[config.mk]
export PLATFORM = sky130hd
export DESIGN_NAME = fir_top
export DESIGN_NICKNAME = d
export VERILOG_FILES = /design/src/fir_pkg.sv /design/src/fir_tap_fold.sv /design/src/fir_partial_sum.sv /design/src/fir_output_stage.sv /design/src/fir_top.sv
export SDC_FILE = /design/constraint.sdc
export NUM_CORES = 2
export LEC_CHECK = 0
export BUFFER_PORTS_ARGS = -buffer_cell sky130_fd_sc_hd__buf_2
export CAP_MARGIN = 20
export CELL_PAD_IN_SITES_DETAIL_PLACEMENT = 1
export CELL_PAD_IN_SITES_GLOBAL_PLACEMENT = 1
export CORE_ASPECT_RATIO = 1.25
export CORE_MARGIN = 10
export CORE_UTILIZATION = 49
export CTS_CLUSTER_SIZE = 28
export DETAILED_ROUTE_END_ITERATION = 10
export GPL_ROUTABILITY_DRIVEN = 0
export PLACE_DENSITY = 0.86
export SLEW_MARGIN = 20
export SYNTH_ARGS = -nofsm -noshare
export SYNTH_HDL_FRONTEND = slang
export SYNTH_HIERARCHICAL = 1
export SYNTH_SLANG_ARGS = --single-unit
[constraint.sdc]
create_clock -name clk -period 22.2 [get_ports clk]
set_clock_uncertainty 0.15 [all_clocks]
set_input_delay 2.22 -clock clk [delete_from_list [all_inputs] [get_ports clk]]
set_output_delay 2.22 -clock clk [all_outputs]
set_load 0.02 [all_outputs]
[src/fir_pkg.sv]
// ********************
// fir package
// sample types, filter size, coefficient table and pipeline latency
// ********************

`default_nettype none

package fir_pkg;

	// ********************
	// widths and sizes
	// ********************

	// samples, folded sums, products and partial sums all wrap at this width
	localparam int SAMPLE_W = 18;

	localparam int NUM_TAPS = 37;

	// 18 mirror pairs plus the center tap
	localparam int NUM_PAIRS = (NUM_TAPS + 1) / 2;

	// enabled cycles from i_sample to o_sample
	// 2 fold + 1 multiply + 4 tree levels + 1 output add
	localparam int LATENCY = 8;

	// ********************
	// types
	// ********************

	// signed sample word, arithmetic keeps the low SAMPLE_W bits
	typedef logic signed [SAMPLE_W-1:0] sample_t;

	// signed filter coefficient
	typedef logic signed [SAMPLE_W-1:0] coeff_t;

	// ********************
	// coefficients
	// ********************

	// index k < 18 weights taps k and 36-k
	// index 18 weights the center tap
	localparam coeff_t COEFFS [NUM_PAIRS] = '{
		18'sd88,
		18'sd0,
		-18'sd97,
		-18'sd197,
		-18'sd294,
		-18'sd380,
		-18'sd447,
		-18'sd490,
		-18'sd504,
		-18'sd481,
		-18'sd420,
		-18'sd319,
		-18'sd178,
		18'sd0,
		18'sd212,
		18'sd451,
		18'sd710,
		18'sd980,
		18'sd1252
	};

endpackage

`default_nettype wire

[src/fir_tap_fold.sv]
// ********************
// fir tap fold
// input register, delay line and pre-adders that fold mirror taps
// ********************

`default_nettype none
`timescale 1ns/100ps

module fir_tap_fold (
	input  wire logic             clk,
	input  wire logic             reset,
	input  wire logic             i_clk_ena,
	input  fir_pkg::sample_t      i_sample,
	output fir_pkg::sample_t      o_folded [fir_pkg::NUM_PAIRS]
);

	// tap that has no mirror partner
	localparam int CENTER = fir_pkg::NUM_TAPS / 2;

	fir_pkg::sample_t taps_q [fir_pkg::NUM_TAPS];

	// ********************
	// delay line
	// ********************

	// taps_q[0] is the input register, the rest shift behind it
	// cleared so early windows see zeros
	always_ff @(posedge clk or posedge reset) begin
		if (reset) begin
			for (int t = 0; t < fir_pkg::NUM_TAPS; t++) begin
				taps_q[t] <= '0;
			end
		end else if (i_clk_ena) begin
			taps_q[0] <= i_sample;
			for (int t = 1; t < fir_pkg::NUM_TAPS; t++) begin
				taps_q[t] <= taps_q[t-1];
			end
		end
	end

	// ********************
	// pre-adders
	// ********************

	// pair k sums tap k with tap 36-k
	// center tap goes through the same stage to stay aligned
	always_ff @(posedge clk) begin
		if (i_clk_ena) begin
			for (int k = 0; k < CENTER; k++) begin
				o_folded[k] <= taps_q[k] + taps_q[fir_pkg::NUM_TAPS-1-k];
			end
			o_folded[CENTER] <= taps_q[CENTER];
		end
	end

endmodule

`default_nettype wire

[src/fir_partial_sum.sv]
// ********************
// fir partial sum
// multiplies a slice of folded taps by their coefficients
// and reduces the products in a registered adder tree
// ********************

`default_nettype none
`timescale 1ns/100ps

module fir_partial_sum #(
	parameter int FIRST_PAIR = 0,
	parameter int PAIR_COUNT = 1
) (
	input  wire logic             clk,
	input  wire logic             i_clk_ena,
	input  fir_pkg::sample_t      i_folded [fir_pkg::NUM_PAIRS],
	output fir_pkg::sample_t      o_sum
);

	// levels after the multiply stage, 4 for 9 to 16 products
	localparam int DEPTH = $clog2(PAIR_COUNT);

	// number of nodes on a tree level, ceil(PAIR_COUNT / 2**lvl)
	function automatic int level_count(input int lvl);
		return (PAIR_COUNT + (1 << lvl) - 1) >> lvl;
	endfunction

	// row 0 holds the products, row DEPTH the final sum
	// only the first level_count(row) entries of a row are used
	fir_pkg::sample_t node_q [DEPTH+1][PAIR_COUNT];

	genvar lvl;
	genvar idx;

	// ********************
	// multiply stage
	// ********************

	// only the low 18 bits of each product are kept
	generate
		for (idx = 0; idx < PAIR_COUNT; idx++) begin : g_mult
			always_ff @(posedge clk) begin
				if (i_clk_ena) begin
					node_q[0][idx] <= i_folded[FIRST_PAIR + idx] *
						fir_pkg::COEFFS[FIRST_PAIR + idx];
				end
			end
		end
	endgenerate

	// ********************
	// adder tree
	// ********************

	// pairwise sums per level, an odd node at the end takes a bye register
	generate
		for (lvl = 1; lvl <= DEPTH; lvl++) begin : g_level
			for (idx = 0; idx < level_count(lvl); idx++) begin : g_node
				if (2 * idx + 1 < level_count(lvl - 1)) begin : g_add
					always_ff @(posedge clk) begin
						if (i_clk_ena) begin
							node_q[lvl][idx] <= node_q[lvl-1][2*idx] +
								node_q[lvl-1][2*idx+1];
						end
					end
				end else begin : g_bye
					always_ff @(posedge clk) begin
						if (i_clk_ena) begin
							node_q[lvl][idx] <= node_q[lvl-1][2*idx];
						end
					end
				end
			end
		end
	endgenerate

	// single node left on the last level
	assign o_sum = node_q[DEPTH][0];

endmodule

`default_nettype wire

[src/fir_output_stage.sv]
// ********************
// fir output stage
// final add of both partial sums and the valid delay line
// ********************

`default_nettype none
`timescale 1ns/100ps

module fir_output_stage (
	input  wire logic             clk,
	input  wire logic             reset,
	input  wire logic             i_clk_ena,
	input  wire logic             i_valid,
	input  fir_pkg::sample_t      i_sum_low,
	input  fir_pkg::sample_t      i_sum_high,
	output fir_pkg::sample_t      o_sample,
	output logic                  o_valid
);

	// one flag per enabled cycle of data latency
	logic [fir_pkg::LATENCY-1:0] valid_q;

	// ********************
	// data
	// ********************

	// wraps modulo 2^18 like the rest of the datapath
	always_ff @(posedge clk) begin
		if (i_clk_ena) begin
			o_sample <= i_sum_low + i_sum_high;
		end
	end

	// ********************
	// valid
	// ********************

	// advances only with the enable so it stays in step with the data
	always_ff @(posedge clk or posedge reset) begin
		if (reset) begin
			valid_q <= '0;
		end else if (i_clk_ena) begin
			valid_q <= {valid_q[fir_pkg::LATENCY-2:0], i_valid};
		end
	end

	assign o_valid = valid_q[fir_pkg::LATENCY-1];

endmodule

`default_nettype wire

[src/fir_top.sv]
// ********************
// fir top
// 37-tap symmetric FIR on 18-bit samples, valid plus clock enable
// ********************

`default_nettype none
`timescale 1ns/100ps

module fir_top (
	input  wire logic             clk,
	input  wire logic             reset,
	input  wire logic             i_clk_ena,
	input  wire logic             i_valid,
	input  fir_pkg::sample_t      i_sample,
	output fir_pkg::sample_t      o_sample,
	output logic                  o_valid
);

	// pairs 0..9 go to the low slice, 10..18 to the high slice
	// both slices need a 4-level tree so their sums line up
	localparam int SPLIT = 10;

	fir_pkg::sample_t folded [fir_pkg::NUM_PAIRS];
	fir_pkg::sample_t sum_low;
	fir_pkg::sample_t sum_high;

	fir_tap_fold u_tap_fold (
		.clk       (clk),
		.reset     (reset),
		.i_clk_ena (i_clk_ena),
		.i_sample  (i_sample),
		.o_folded  (folded)
	);

	fir_partial_sum #(
		.FIRST_PAIR (0),
		.PAIR_COUNT (SPLIT)
	) u_sum_low (
		.clk       (clk),
		.i_clk_ena (i_clk_ena),
		.i_folded  (folded),
		.o_sum     (sum_low)
	);

	fir_partial_sum #(
		.FIRST_PAIR (SPLIT),
		.PAIR_COUNT (fir_pkg::NUM_PAIRS - SPLIT)
	) u_sum_high (
		.clk       (clk),
		.i_clk_ena (i_clk_ena),
		.i_folded  (folded),
		.o_sum     (sum_high)
	);

	fir_output_stage u_output (
		.clk        (clk),
		.reset      (reset),
		.i_clk_ena  (i_clk_ena),
		.i_valid    (i_valid),
		.i_sum_low  (sum_low),
		.i_sum_high (sum_high),
		.o_sample   (o_sample),
		.o_valid    (o_valid)
	);

endmodule

`default_nettype wire

==> flow_summary.toml <==
[outcome]
status = "completed"

[grt]
grt_max_degree = 194
globalRouteOverflowTotal = 0
grt.total_usage_pct = 25.4
grt_pass1_wl_um = 465000
grt_pass1_vias = 78800
antenna_found_initial = 6

[sta]
tightestPinTransition_ns = 1.10
period_needed_ns = 5.69
slew_headroom_pct = 26.5
fmax_mhz = 176
finalCritPeriodShare_pct = 25.6
drv_slew = 0
rsz0062_at_grt = "no"
tns_ns = 0
finalSetupViolations = 0
hold_violations = 0

[placed_design]
dp_hpwl_um = 214000
portBuffers = 40

[drt]
vias_per_cell = 5.93
wl_per_cell_um = 25.8
vias = 69000
drt_iter0_markers = 4979
drt_pre_antenna_iters = 5
wirelength_um = 300000
ant_nets = 0
drc = 0

[clock_network]
cts_max_level = 4
clockBufferDepth = 4
hold_buffers = 0
cts_setup_buffers = 0
postCtsResizedCells = 0
cts_buffers = 179
cts_tree = "built"
clk_latency_ns = 0.84
cts_sinks = 1642
cts.clk_slew.worst_paths_ns = 0.06
root_buffer = "clkbuf_16"

[worst_setup_path]
r2r-start = "u_tap_fold/o_folded[166]"
required_ns = 22.76
worstSetupPathType = "in -> reg"
crit_fanout = 188
worstSetupEndpointType = "register"
crit_path_start_kind = "input port"
arrival_ns = 6.25
timing.rr.end = "u_sum_low/node_q[0][17]"
cp_slowest_cell = "buf_4"
rrSetupSlack_ns = 16.80
slowest_delay_ns = 0.89
ff2ff_path_depth = 18
crit_chain = "buf_12 -> buf_4 -> buf_4 -> buf_12 -> mux2_2"

[hold_path]
holdPathStages = 0
min-delay-start = "u_sum_high/node_q[2][110]"
hold_end = "u_sum_high/node_q[3][128]"
hold_class = "reg -> reg"

[final_layout]
finish.net_count = 10500
drive_gt1_share_pct = 11.7
area_growth_pct = 9.09
ff_latch_area_um2 = 46000
multiInputGateArea_um2 = 53700
fillers = 21500

[floorplan]
die_y_um = 537
core_um2 = 212000
initial_core_util_pct = 49.3
io_pins = 41
dieWidth_um = 433
dieArea_um2 = 233000
placementRows = 189

[yosys]
synth_cells = 8585
syn_area_um2 = 105000
synth_nets = 10400
syn_avg_cell_area_um2 = 12.2
ys_warn_count = 6

[run]
maxCapViolCount = 0
per-layer routing:
| layer | track usage [%] | wire, um |
|---|---|---|
| met2 | 47.3 | 159000 |
| met5 | 0 | 27 |
| met1 | 27.8 | 110000 |
| met4 | 13.9 | 19100 |
| met3 | 3.52 | 12200 |
flip-flops by register name (all words and copies together) (netlist names):
signal	flops
u_tap_fold/taps_q	660
u_sum_low/node_q	346
u_sum_high/node_q	324
u_tap_fold/o_folded	286
u_output/o_sample	18
u_output/valid_q	8
worst max path at each step:
stage,start,end
6_report,i_clk_ena,u_tap_fold/taps_q[307]
4_1_cts,i_clk_ena,u_sum_low/node_q[0][312]
5_1_grt,i_clk_ena,u_sum_low/node_q[0][309]
3_3_place_gp,i_clk_ena,u_sum_low/node_q[0][165]
3_5_place_dp,i_clk_ena,u_sum_low/node_q[0][257]
2_1_floorplan,reset,u_tap_fold/taps_q[0]
cells in the final DEF, fill, tap and decap left out, types with 19 or more instances in the layout:
master	instances
and2_1	30
a21o_1	171
edfxtp_1	974
o21a_1	120
fa_1	474
or3_1	32
dfrtp_1	668
o21ai_1	69
and3_1	31
a31oi_1	52
xor2_1	175
nor3_1	95
buf_4	22
inv_1	1212
ha_1	1282
bufinv_16	19
o31a_1	23
a21oi_1	387
o31ai_1	28
o21bai_1	62
a211oi_1	40
nand2b_1	49
nor2b_1	85
nand4_1	20
nand2_1	266
mux2_2	636
or2_2	23
xnor2_1	553
clkbuf_1	33
clkinv_2	22
nand3_1	86
nor2_1	338
o211ai_1	25
o21ai_0	177
clkbuf_16	187
buf_2	39
worst max-delay path: cells and delay by family:
family | cells | cell delay, ns
multiplexers | 1 | 0.43
buffers and inverters | 4 | 3.05
area by class of cell:
cell class | count | area share, %
Tap cell | 2769 | 3.03
Inverter | 1214 | 4.00
Clock buffer | 237 | 4.41
Sequential cell | 1642 | 40.2
Antenna cell | 4 | 0.00876
Clock inverter | 84 | 0.867
Multi-Input combinational cell | 5627 | 47.0
Timing Repair Buffer | 66 | 0.410
per-stage QoR:
step	utilization, %	instance area, um2	hold slack [ns]	setup slack, ns	instances
2_1_floorplan	-	105000	0.250	1.33	8585
3_3_place_gp	50.9	108000	0.250	15.94	11300
3_5_place_dp	50.9	108000	0.256	15.74	11300
4_1_cts	53.8	114000	0.211	16.62	11600
5_1_grt	53.8	114000	0.230	16.27	11600
6_report	53.8	114000	0.206	16.51	11600
Power is left out: the tool's default activity adds up to more than one toggle a clock period on the data nets, which glitch-free logic cannot reach.
